[src/include/fsync_consts.svh]
// ~~~~~~~~~~~~~~~~~~~~~~~~~~~~~~~~~~~~~~~~
// sizing constants of the 4x4 barrier tree
// include wherever grid, level or width figures are needed
// ~~~~~~~~~~~~~~~~~~~~~~~~~~~~~~~~~~~~~~~~

`ifndef FSYNC_CONSTS_SVH
`define FSYNC_CONSTS_SVH

// grid geometry, a CU index is row*4+col
`define FSYNC_GRID_DIM 4
`define FSYNC_N_CUS 16

// tree depth, level 4 is the root covering all CUs
`define FSYNC_N_LEVELS 4

// barrier id carried through every level
`define FSYNC_ID_WIDTH 3

// wide enough to encode 0 to 4, so the illegal level 0 can be seen
`define FSYNC_LVL_WIDTH 3

// request slots a parent keeps for each child link
`define FSYNC_LINK_CREDITS 1

`endif

[src/source/fsync_pkg.sv]
// ~~~~~~~~~~~~~~~~~~~~~~~~~~~~~~~~~~~~~~~~
// request and response types of the barrier tree
// imported by the link interface and every RTL block
// ~~~~~~~~~~~~~~~~~~~~~~~~~~~~~~~~~~~~~~~~

`include "fsync_consts.svh"

package fsync_pkg;

  typedef logic [`FSYNC_LVL_WIDTH-1:0] lvl_t; // target or responding level
  typedef logic [`FSYNC_ID_WIDTH-1:0] id_t;

  // one response format serves every level of the tree
  typedef struct packed {
    logic wake;
    logic error;
    lvl_t lvl;
    id_t  id;
  } fsync_rsp_t;

  // ~~~~~~~~~~~~~~~~~~~~~~~~~~~~~~~~~~~~~~~~
  // per-level requests
  // ~~~~~~~~~~~~~~~~~~~~~~~~~~~~~~~~~~~~~~~~
  // aggr is one-hot and loses its low bit at every level it climbs,
  // bit 0 set means the node receiving it terminates the barrier
  typedef struct packed {
    logic [`FSYNC_N_LEVELS-1:0] aggr;
    id_t                        id;
  } fsync_l1_req_t;

  typedef struct packed {
    logic [`FSYNC_N_LEVELS-2:0] aggr;
    id_t                        id;
  } fsync_l2_req_t;

  typedef struct packed {
    logic [`FSYNC_N_LEVELS-3:0] aggr;
    id_t                        id;
  } fsync_l3_req_t;

  typedef struct packed {
    logic [`FSYNC_N_LEVELS-4:0] aggr; // root only ever terminates
    id_t                        id;
  } fsync_l4_req_t;

endpackage

[src/source/fsync_link_if.sv]
// ~~~~~~~~~~~~~~~~~~~~~~~~~~~~~~~~~~~~~~~~
// child to parent link of the barrier tree
// req_t selects the request payload of the level it feeds
// ~~~~~~~~~~~~~~~~~~~~~~~~~~~~~~~~~~~~~~~~

`timescale 1ns/1ps

interface fsync_link_if
  import fsync_pkg::*;
#(
  parameter type req_t = fsync_l1_req_t
);

  // upward path, a one-cycle pulse that spends the child's credit
  logic req_valid;
  req_t req;

  // parent frees the slot and returns the credit in the same cycle
  // as the response, so both travel together
  logic credit;

  // downward path, no credit needed since only one request is in flight
  logic       rsp_valid;
  fsync_rsp_t rsp;

  modport child (
    output req_valid,
    output req,
    input  credit,
    input  rsp_valid,
    input  rsp
  );

  modport parent (
    input  req_valid,
    input  req,
    output credit,
    output rsp_valid,
    output rsp
  );

endinterface

[src/source/fsync_cu_port.sv]
// ~~~~~~~~~~~~~~~~~~~~~~~~~~~~~~~~~~~~~~~~
// CU side of the barrier tree: range check, aggr encoding and credit wait
// holds the CU busy until its response comes back down
// ~~~~~~~~~~~~~~~~~~~~~~~~~~~~~~~~~~~~~~~~

`timescale 1ns/1ps
`include "fsync_consts.svh"

module fsync_cu_port
  import fsync_pkg::*;
(
  input  logic         clk_i,
  input  logic         rst_i,
  input  logic         req_valid_i,
  input  lvl_t         req_lvl_i,
  input  id_t          req_id_i,
  output logic         wake_o,
  output logic         error_o,
  output lvl_t         rsp_lvl_o,
  output id_t          rsp_id_o,
  fsync_link_if.child  link
);

  logic [`FSYNC_N_LEVELS-1:0] aggr_enc;
  logic                       lvl_ok;
  logic                       accept;
  logic                       send;
  logic                       busy_q;   // accepted and waiting for the response
  logic                       pend_q;   // accepted but not yet sent
  logic                       credit_q;
  logic                       req_valid_q;
  fsync_l1_req_t              req_q;

  // level L lands on aggr bit L-1, anything outside 1..4 gives no bit
  always_comb begin
    aggr_enc = '0;
    for (int i = 0; i < `FSYNC_N_LEVELS; i++) begin
      if (req_lvl_i == lvl_t'(i + 1)) aggr_enc[i] = 1'b1;
    end
  end

  assign lvl_ok = |aggr_enc;
  assign accept = req_valid_i & ~busy_q;

  // send straight away when the credit is here, otherwise once it shows up
  assign send = (accept & lvl_ok & credit_q) | (pend_q & credit_q);

  always_ff @(posedge clk_i) begin
    if (rst_i) begin
      busy_q      <= 1'b0;
      pend_q      <= 1'b0;
      credit_q    <= (`FSYNC_LINK_CREDITS != 0);
      req_valid_q <= 1'b0;
      wake_o      <= 1'b0;
      error_o     <= 1'b0;
    end else begin
      req_valid_q <= send;
      credit_q    <= (credit_q & ~send) | link.credit;
      if (accept && lvl_ok) begin
        busy_q <= 1'b1;
        pend_q <= ~credit_q;
      end else if (send) begin
        pend_q <= 1'b0;
      end
      if (link.rsp_valid) busy_q <= 1'b0;
      wake_o  <= link.rsp_valid & link.rsp.wake;
      error_o <= (link.rsp_valid & link.rsp.error) | (accept & ~lvl_ok); // bad level never leaves
    end
  end

  // payload
  always_ff @(posedge clk_i) begin
    if (accept) begin
      req_q.aggr <= aggr_enc;
      req_q.id   <= req_id_i;
    end
    if (accept && !lvl_ok) begin
      rsp_lvl_o <= req_lvl_i;
      rsp_id_o  <= req_id_i;
    end else if (link.rsp_valid) begin
      rsp_lvl_o <= link.rsp.lvl;
      rsp_id_o  <= link.rsp.id;
    end
  end

  assign link.req_valid = req_valid_q;
  assign link.req       = req_q;

  // the tree only ever answers a request this port has sent
  a_no_rsp_when_idle: assert property (
    @(posedge clk_i) disable iff (rst_i) link.rsp_valid |-> busy_q && !pend_q
  ) else $error("response received with no request outstanding");

endmodule

[src/source/fsync_node.sv]
// ~~~~~~~~~~~~~~~~~~~~~~~~~~~~~~~~~~~~~~~~
// combining node for one vertex of the barrier tree
// LEVEL picks its place in the tree and the root (level 4) terminates every request
// ~~~~~~~~~~~~~~~~~~~~~~~~~~~~~~~~~~~~~~~~

`timescale 1ns/1ps
`include "fsync_consts.svh"

module fsync_node
  import fsync_pkg::*;
#(
  parameter int unsigned LEVEL     = 1,
  parameter type         in_req_t  = fsync_l1_req_t,
  parameter type         out_req_t = fsync_l2_req_t
) (
  input  logic          clk_i,
  input  logic          rst_i,
  fsync_link_if.parent  child_a,
  fsync_link_if.parent  child_b,
  fsync_link_if.child   up
);

  // ~~~~~~~~~~~~~~~~~~~~~~~~~~~~~~~~~~~~~~~~
  // child slots and combining decision
  // ~~~~~~~~~~~~~~~~~~~~~~~~~~~~~~~~~~~~~~~~

  in_req_t    slot_a_q;
  in_req_t    slot_b_q;
  logic       full_a_q;
  logic       full_b_q;
  logic       both_full;
  logic       mismatch;
  logic       terminate;
  logic       local_done;
  fsync_rsp_t local_rsp;

  // upward side driven by the generate branch below
  logic       fwd_busy;
  logic       up_rsp_valid;
  fsync_rsp_t up_rsp;

  logic       rsp_valid_q;
  fsync_rsp_t rsp_q;

  assign both_full = full_a_q & full_b_q;
  assign mismatch  = (slot_a_q.aggr != slot_b_q.aggr) || (slot_a_q.id != slot_b_q.id);
  assign terminate = slot_a_q.aggr[0];

  // answered right here when the barrier ends at this level or is broken
  assign local_done = both_full & ~fwd_busy & (mismatch | terminate);

  always_comb begin
    local_rsp.wake  = ~mismatch;
    local_rsp.error = mismatch;
    local_rsp.lvl   = lvl_t'(LEVEL);
    local_rsp.id    = slot_a_q.id;
  end

  always_ff @(posedge clk_i) begin
    if (rst_i) begin
      full_a_q    <= 1'b0;
      full_b_q    <= 1'b0;
      rsp_valid_q <= 1'b0;
    end else begin
      rsp_valid_q <= local_done | up_rsp_valid;
      // both slots free together and the credits go out with the response
      if (local_done || up_rsp_valid) begin
        full_a_q <= 1'b0;
        full_b_q <= 1'b0;
      end
      if (child_a.req_valid) full_a_q <= 1'b1;
      if (child_b.req_valid) full_b_q <= 1'b1;
    end
  end

  // payload
  always_ff @(posedge clk_i) begin
    if (child_a.req_valid) slot_a_q <= child_a.req;
    if (child_b.req_valid) slot_b_q <= child_b.req;
    if (local_done) begin
      rsp_q <= local_rsp;
    end else if (up_rsp_valid) begin
      rsp_q <= up_rsp; // keeps the level of the node that decided
    end
  end

  assign child_a.rsp_valid = rsp_valid_q;
  assign child_a.rsp       = rsp_q;
  assign child_a.credit    = rsp_valid_q;
  assign child_b.rsp_valid = rsp_valid_q;
  assign child_b.rsp       = rsp_q;
  assign child_b.credit    = rsp_valid_q;

  // ~~~~~~~~~~~~~~~~~~~~~~~~~~~~~~~~~~~~~~~~
  // upward link
  // ~~~~~~~~~~~~~~~~~~~~~~~~~~~~~~~~~~~~~~~~

  if (LEVEL < `FSYNC_N_LEVELS) begin : gen_up
    localparam int unsigned AGGR_W = `FSYNC_N_LEVELS - LEVEL + 1;

    logic     up_credit_q;
    logic     fwd_q;        // combined request is waiting on the parent
    logic     up_valid_q;
    out_req_t up_req_q;
    logic     forward;

    assign forward      = both_full & ~fwd_q & ~mismatch & ~terminate & up_credit_q;
    assign fwd_busy     = fwd_q;
    assign up_rsp_valid = up.rsp_valid;
    assign up_rsp       = up.rsp;

    always_ff @(posedge clk_i) begin
      if (rst_i) begin
        up_credit_q <= (`FSYNC_LINK_CREDITS != 0);
        fwd_q       <= 1'b0;
        up_valid_q  <= 1'b0;
      end else begin
        up_valid_q  <= forward;
        up_credit_q <= (up_credit_q & ~forward) | up.credit;
        if (forward) begin
          fwd_q <= 1'b1;
        end else if (up.rsp_valid) begin
          fwd_q <= 1'b0;
        end
      end
    end

    // drop the bit this level has consumed
    always_ff @(posedge clk_i) begin
      if (forward) begin
        up_req_q.aggr <= slot_a_q.aggr[AGGR_W-1:1];
        up_req_q.id   <= slot_a_q.id;
      end
    end

    assign up.req_valid = up_valid_q;
    assign up.req       = up_req_q;

    a_rsp_needs_fwd: assert property (
      @(posedge clk_i) disable iff (rst_i) up.rsp_valid |-> fwd_q
    ) else $error("level %0d got a parent response it never asked for", LEVEL);

  end else begin : gen_root
    // nothing above the root
    assign fwd_busy     = 1'b0;
    assign up_rsp_valid = 1'b0;
    assign up_rsp       = '0;
    assign up.req_valid = 1'b0;
    assign up.req       = '0;

    // a level-4 request must arrive already marked as terminating here
    a_root_terminates: assert property (
      @(posedge clk_i) disable iff (rst_i)
      (child_a.req_valid |-> child_a.req.aggr[0]) and
      (child_b.req_valid |-> child_b.req.aggr[0])
    ) else $error("request climbed past the root");
  end

  // a child may only send after its credit came back
  a_slot_free: assert property (
    @(posedge clk_i) disable iff (rst_i)
    (child_a.req_valid |-> !full_a_q) and (child_b.req_valid |-> !full_b_q)
  ) else $error("level %0d slot written while still full", LEVEL);

endmodule

[src/source/fsync_4x4.sv]
// ~~~~~~~~~~~~~~~~~~~~~~~~~~~~~~~~~~~~~~~~
// 4x4 barrier network top: 16 CU ports and a 4-level H-tree of nodes
// one plain request/response port set per CU
// ~~~~~~~~~~~~~~~~~~~~~~~~~~~~~~~~~~~~~~~~

`timescale 1ns/1ps
`include "fsync_consts.svh"

module fsync_4x4
  import fsync_pkg::*;
(
  input  logic                    clk_i,
  input  logic                    rst_i,
  input  logic [`FSYNC_N_CUS-1:0] req_valid_i,
  input  lvl_t                    req_lvl_i [`FSYNC_N_CUS],
  input  id_t                     req_id_i  [`FSYNC_N_CUS],
  output logic [`FSYNC_N_CUS-1:0] wake_o,
  output logic [`FSYNC_N_CUS-1:0] error_o,
  output lvl_t                    rsp_lvl_o [`FSYNC_N_CUS],
  output id_t                     rsp_id_o  [`FSYNC_N_CUS]
);

  localparam int unsigned DIM  = `FSYNC_GRID_DIM;
  localparam int unsigned HALF = `FSYNC_GRID_DIM / 2;

  // links are named after the level they feed
  fsync_link_if #(.req_t(fsync_l1_req_t)) l1_link [`FSYNC_N_CUS] ();
  fsync_link_if #(.req_t(fsync_l2_req_t)) l2_link [DIM*HALF] ();
  fsync_link_if #(.req_t(fsync_l3_req_t)) l3_link [HALF*HALF] ();
  fsync_link_if #(.req_t(fsync_l4_req_t)) l4_link [HALF] ();
  fsync_link_if #(.req_t(fsync_l4_req_t)) root_up ();

  // root link has no parent, nothing ever answers on it
  assign root_up.credit    = 1'b0;
  assign root_up.rsp_valid = 1'b0;
  assign root_up.rsp       = '0;

  // ~~~~~~~~~~~~~~~~~~~~~~~~~~~~~~~~~~~~~~~~
  // CU ports, link n belongs to CU n
  // ~~~~~~~~~~~~~~~~~~~~~~~~~~~~~~~~~~~~~~~~

  for (genvar n = 0; n < `FSYNC_N_CUS; n++) begin : gen_cu
    fsync_cu_port i_cu_port (
      .clk_i       ( clk_i          ),
      .rst_i       ( rst_i          ),
      .req_valid_i ( req_valid_i[n] ),
      .req_lvl_i   ( req_lvl_i[n]   ),
      .req_id_i    ( req_id_i[n]    ),
      .wake_o      ( wake_o[n]      ),
      .error_o     ( error_o[n]     ),
      .rsp_lvl_o   ( rsp_lvl_o[n]   ),
      .rsp_id_o    ( rsp_id_o[n]    ),
      .link        ( l1_link[n]     )
    );
  end

  // ~~~~~~~~~~~~~~~~~~~~~~~~~~~~~~~~~~~~~~~~
  // H-tree, horizontal and vertical pairing alternate
  // ~~~~~~~~~~~~~~~~~~~~~~~~~~~~~~~~~~~~~~~~

  // level 1 joins columns 2c and 2c+1 of row r
  for (genvar r = 0; r < DIM; r++) begin : gen_l1_row
    for (genvar c = 0; c < HALF; c++) begin : gen_l1_col
      fsync_node #(
        .LEVEL     ( 1              ),
        .in_req_t  ( fsync_l1_req_t ),
        .out_req_t ( fsync_l2_req_t )
      ) i_node (
        .clk_i   ( clk_i                  ),
        .rst_i   ( rst_i                  ),
        .child_a ( l1_link[r*DIM + 2*c]   ),
        .child_b ( l1_link[r*DIM + 2*c+1] ),
        .up      ( l2_link[r*HALF + c]    )
      );
    end
  end

  // level 2 stacks rows 2p and 2p+1 of column half c into a 2x2 block
  for (genvar p = 0; p < HALF; p++) begin : gen_l2_row
    for (genvar c = 0; c < HALF; c++) begin : gen_l2_col
      fsync_node #(
        .LEVEL     ( 2              ),
        .in_req_t  ( fsync_l2_req_t ),
        .out_req_t ( fsync_l3_req_t )
      ) i_node (
        .clk_i   ( clk_i                         ),
        .rst_i   ( rst_i                         ),
        .child_a ( l2_link[(2*p)*HALF + c]       ),
        .child_b ( l2_link[(2*p+1)*HALF + c]     ),
        .up      ( l3_link[p*HALF + c]           )
      );
    end
  end

  // level 3 joins left and right blocks into a 2x4 half
  for (genvar p = 0; p < HALF; p++) begin : gen_l3
    fsync_node #(
      .LEVEL     ( 3              ),
      .in_req_t  ( fsync_l3_req_t ),
      .out_req_t ( fsync_l4_req_t )
    ) i_node (
      .clk_i   ( clk_i              ),
      .rst_i   ( rst_i              ),
      .child_a ( l3_link[p*HALF]    ),
      .child_b ( l3_link[p*HALF+1]  ),
      .up      ( l4_link[p]         )
    );
  end

  fsync_node #(
    .LEVEL     ( `FSYNC_N_LEVELS ),
    .in_req_t  ( fsync_l4_req_t  ),
    .out_req_t ( fsync_l4_req_t  )
  ) i_root (
    .clk_i   ( clk_i      ),
    .rst_i   ( rst_i      ),
    .child_a ( l4_link[0] ),
    .child_b ( l4_link[1] ),
    .up      ( root_up    )
  );

endmodule

[config.mk]
export PLATFORM = sky130hd
export DESIGN_NAME = fsync_4x4
export DESIGN_NICKNAME = d
export VERILOG_FILES = /design/src/source/fsync_pkg.sv /design/src/source/fsync_link_if.sv /design/src/source/fsync_cu_port.sv /design/src/source/fsync_node.sv /design/src/source/fsync_4x4.sv
export VERILOG_INCLUDE_DIRS = /design/src /design/src/include
export SDC_FILE = /design/constraint.sdc
export NUM_CORES = 1
export LEC_CHECK = 0
export ABC_CLOCK_PERIOD_IN_PS = 2080
export BUFFER_PORTS_ARGS = -buffer_cell sky130_fd_sc_hd__buf_2
export CAP_MARGIN = 20
export CORE_MARGIN = 5
export CORE_UTILIZATION = 62
export CTS_BUF_LIST = sky130_fd_sc_hd__clkbuf_8
export CTS_CLUSTER_SIZE = 30
export DETAILED_ROUTE_END_ITERATION = 7
export PLACE_DENSITY_LB_ADDON = 0.3
export REMOVE_ABC_BUFFERS = 1
export SYNTH_ARGS = -nofsm -noshare
export SYNTH_HDL_FRONTEND = slang
export SYNTH_HIERARCHICAL = 1
export SYNTH_SLANG_ARGS = --single-unit
[constraint.sdc]
create_clock -name clk_i -period 2.08 [get_ports clk_i]
set_input_delay 0.104 -clock clk_i [delete_from_list [all_inputs] [get_ports clk_i]]
set_output_delay 0.104 -clock clk_i [all_outputs]
set_load 0.01 [all_outputs]
==> qor.log <==
qor: status.outcome complete, no violations
qor: cts.clkSlewWorstSetupHoldPaths 0.07 ns
qor: floorplanning.placement_rows 82
qor: global_routing.grt_usage 22.9%
qor: cells_and_area.syn2layout_area_growth 14.5%
qor: cts.cts_setup_buffers 0
qor: worst_setup_path.cp.required 2.43 ns
qor: cts.clock_tree.root_cell clkbuf_8
qor: synthesis.synthesis.area_per_instance 14.0 um^2
qor: worst_setup_path.critical_path.max_fanout 7
qor: cells_and_area.n_antenna_cell 0
qor: cells_and_area.final_nets 2657
qor: cts.tritoncts done
qor: sta.relSlewSlack 52.6%
qor: worst_setup_path.worst-endpoint-arrival 2.36 ns
qor: placed_design.dpl.hpwl 42100 um
qor: sta.fmaxAchievable 498 MHz
qor: cells_and_area.post_route_cells_drive_above_1_share 21.5%
qor: placed_design.dp_worst_setup_slack 0.142 ns
qor: cts.cts_max_level 3
qor: global_routing.antenna_found_initial 0
qor: global_routing.grt_pass1_wl 99300 um
qor: cells_and_area.multi_input_comb_area 8350 um^2
qor: floorplanning.pin_count 242
qor: detailed_routing.ant_nets 0
qor: placed_design.port-buffer-count 241
qor: sta.fin_skew 0.0324 ns
qor: floorplanning.initial_core_util 62.3%
qor: power.power-per-cell-area 887 nW/um^2
qor: cts.cts_buffer_depth 3
qor: sta.slew_viol_final 0
qor: cts.tritoncts.num_buffers 117
qor: detailed_routing.finalWirelength 63400 um
qor: global_routing.grt_remaining_overflow 0
qor: sta.finalSetupTns 0 ns
qor: cells_and_area.filler_cell_count 3240
qor: detailed_routing.wl_met3 3500 um
qor: cts.sinks_on_clock_net 772
qor: worst_hold_path.worst_hold_path_type in -> reg
qor: sta.shortest_clock_period_the_worst_path_allows_after_layout 2.01 ns
qor: detailed_routing.routed-wl-met2 32300 um
qor: placed_design.placedCellCount 2956
qor: detailed_routing.wl_met1 25600 um
qor: global_routing.grt_start_max_net_pins 52
qor: sta.final_critical_path_setup_slack 0.0707 ns
qor: sta.timing.final.hold_violations 0
qor: floorplanning.fp.coreArea 49900 um^2
qor: floorplanning.fp.dieArea 54700 um^2
qor: synthesis.ys.warnings.count 6
qor: cells_and_area.final-seq-area 20900 um^2
qor: detailed_routing.wl_per_cell 19.1 um
qor: cts.worstSkewPairLatency 0.71 ns
qor: global_routing.first_global_vias 19000
qor: power.power.total 31500 uW
qor: detailed_routing.drc 0
qor: run.max_cap_viol_count 0
qor: worst_hold_path.worstHoldPathCells 2
qor: sta.fin_crit_sh 96.6%
qor: cells_and_area.layout.cells.non_filler 3318
qor: worst_setup_path.worst-r2r-cell-count 4
qor: power.ir_drop_worst_case_vdd 750 uV
qor: detailed_routing.via_count 18600
qor: detailed_routing.drt-initial-drc-count 1234
qor: sta.worst_slew_pin_slew 0.710 ns
qor: placed_design.gp_congestion 0.887
qor: sta.grt_setup_unrepaired false
qor: worst_setup_path.timing.critical_path.to_type flop
qor: detailed_routing.detailedRoute.firstPassIterationCount 5
qor: worst_setup_path.setup.worst_path.class in -> reg
qor: floorplanning.die_h 234 um
qor: detailed_routing.vias_per_cell 5.60
qor: sta.hold-worst-slack 0.119 ns
qor: detailed_routing.maxUsedRoutingLayer met4
qor: floorplanning.die_w 234 um
qor: synthesis.syn-instance-count 2222
qor: synthesis.post_synth_instance_area 31100 um^2
qor: power.leakage 0.0133 uW
qor: worst_setup_path.start_kind primary input
qor: sta.setup_viol_count_final 0
[flip-flops by register name, indices dropped and copies added (netlist names), 20 cells and up]
register	flops
gen_l1_row.gen_l1_col.i_node/slot_b_q	56
gen_l2_row.gen_l2_col.i_node/slot_b_q	24
gen_l1_row.gen_l1_col.i_node/slot_a_q	32
gen_cu.i_cu_port/rsp_lvl_o	48
gen_l1_row.gen_l1_col.i_node/child_a.rsp	64
gen_l2_row.gen_l2_col.i_node/up.req	20
gen_l2_row.gen_l2_col.i_node/child_a.rsp	32
gen_l1_row.gen_l1_col.i_node/local_rsp	24
gen_cu.i_cu_port/link.req	112
gen_cu.i_cu_port/rsp_id_o	48
gen_l1_row.gen_l1_col.i_node/up.req	48
[per-stage QoR]
stage	instance area, um^2	utilization (%)
after floorplan	29600	-
after detailed placement	31800	63.8
after CTS	35500	71.3
after global placement	31800	63.8
final	35600	71.3
after global routing	35600	71.3
[repair_timing]
item,4_1_cts,5_1_grt
endpoints found under the setup margin,0,15
hold buffers,140,0
gates resized for setup,0,2
endpoints found under the hold margin,295,0
[final cells by class]
class,instances,area share (%)
clock buffer,140,5.42
multi-input combinational,1175,23.5
clock inverter,82,1.20
sequential,772,58.9
inverter,77,0.813
tap,672,2.36
timing repair buffer,400,7.86
[worst max-delay path: stages]
cell           delay, ns
dlygate4sd3_1       0.54
buf_2               0.17
or3_4               0.42
dlygate4sd3_1       0.62
a21o_1              0.23
nand2b_1            0.27
[final timing paths]
path	startpoint	endpoint	slack (ns)
max	req_lvl_i[19]	gen_cu[9].i_cu_port/rsp_id_o[0]	0.07
min	req_id_i[14]	gen_cu[11].i_cu_port/link.req[2]	0.12
max reg2reg	gen_l2_row[1].gen_l2_col[1].i_node/local_rsp[0]	gen_l2_row[1].gen_l2_col[1].i_node/child_a.rsp[6]	0.14
min reg2reg	gen_cu[7].i_cu_port/link.req[3]	gen_l1_row[1].gen_l1_col[1].i_node/slot_b_q[3]	0.41
[power breakdown]
group / switching (uW) / leakage (uW) / total (uW) / internal (uW)
sequential: 385 / 0.00701 / 17500 / 17100
combinational: 1000 / 0.00495 / 1880 / 877
clock: 5710 / 0.00135 / 12200 / 6480
[routing by layer]
layer  track usage [%]  vias up
met1              29.2     9119
li1                  -     8679
met4              8.74        0
met5                 0        -
met3              3.87      140
met2              39.6      627
[cells in the final DEF, fill, tap and decap left out, drive strengths merged, types with 99 or more instances in the layout]
cell	n
a21oi	128
buf	260
clkbuf	140
dfxtp	225
dlygate4sd3	140
edfxtp	547
inv	112
nand2	160
nor2	99
Note: power is estimated with default switching activity, not from simulation.
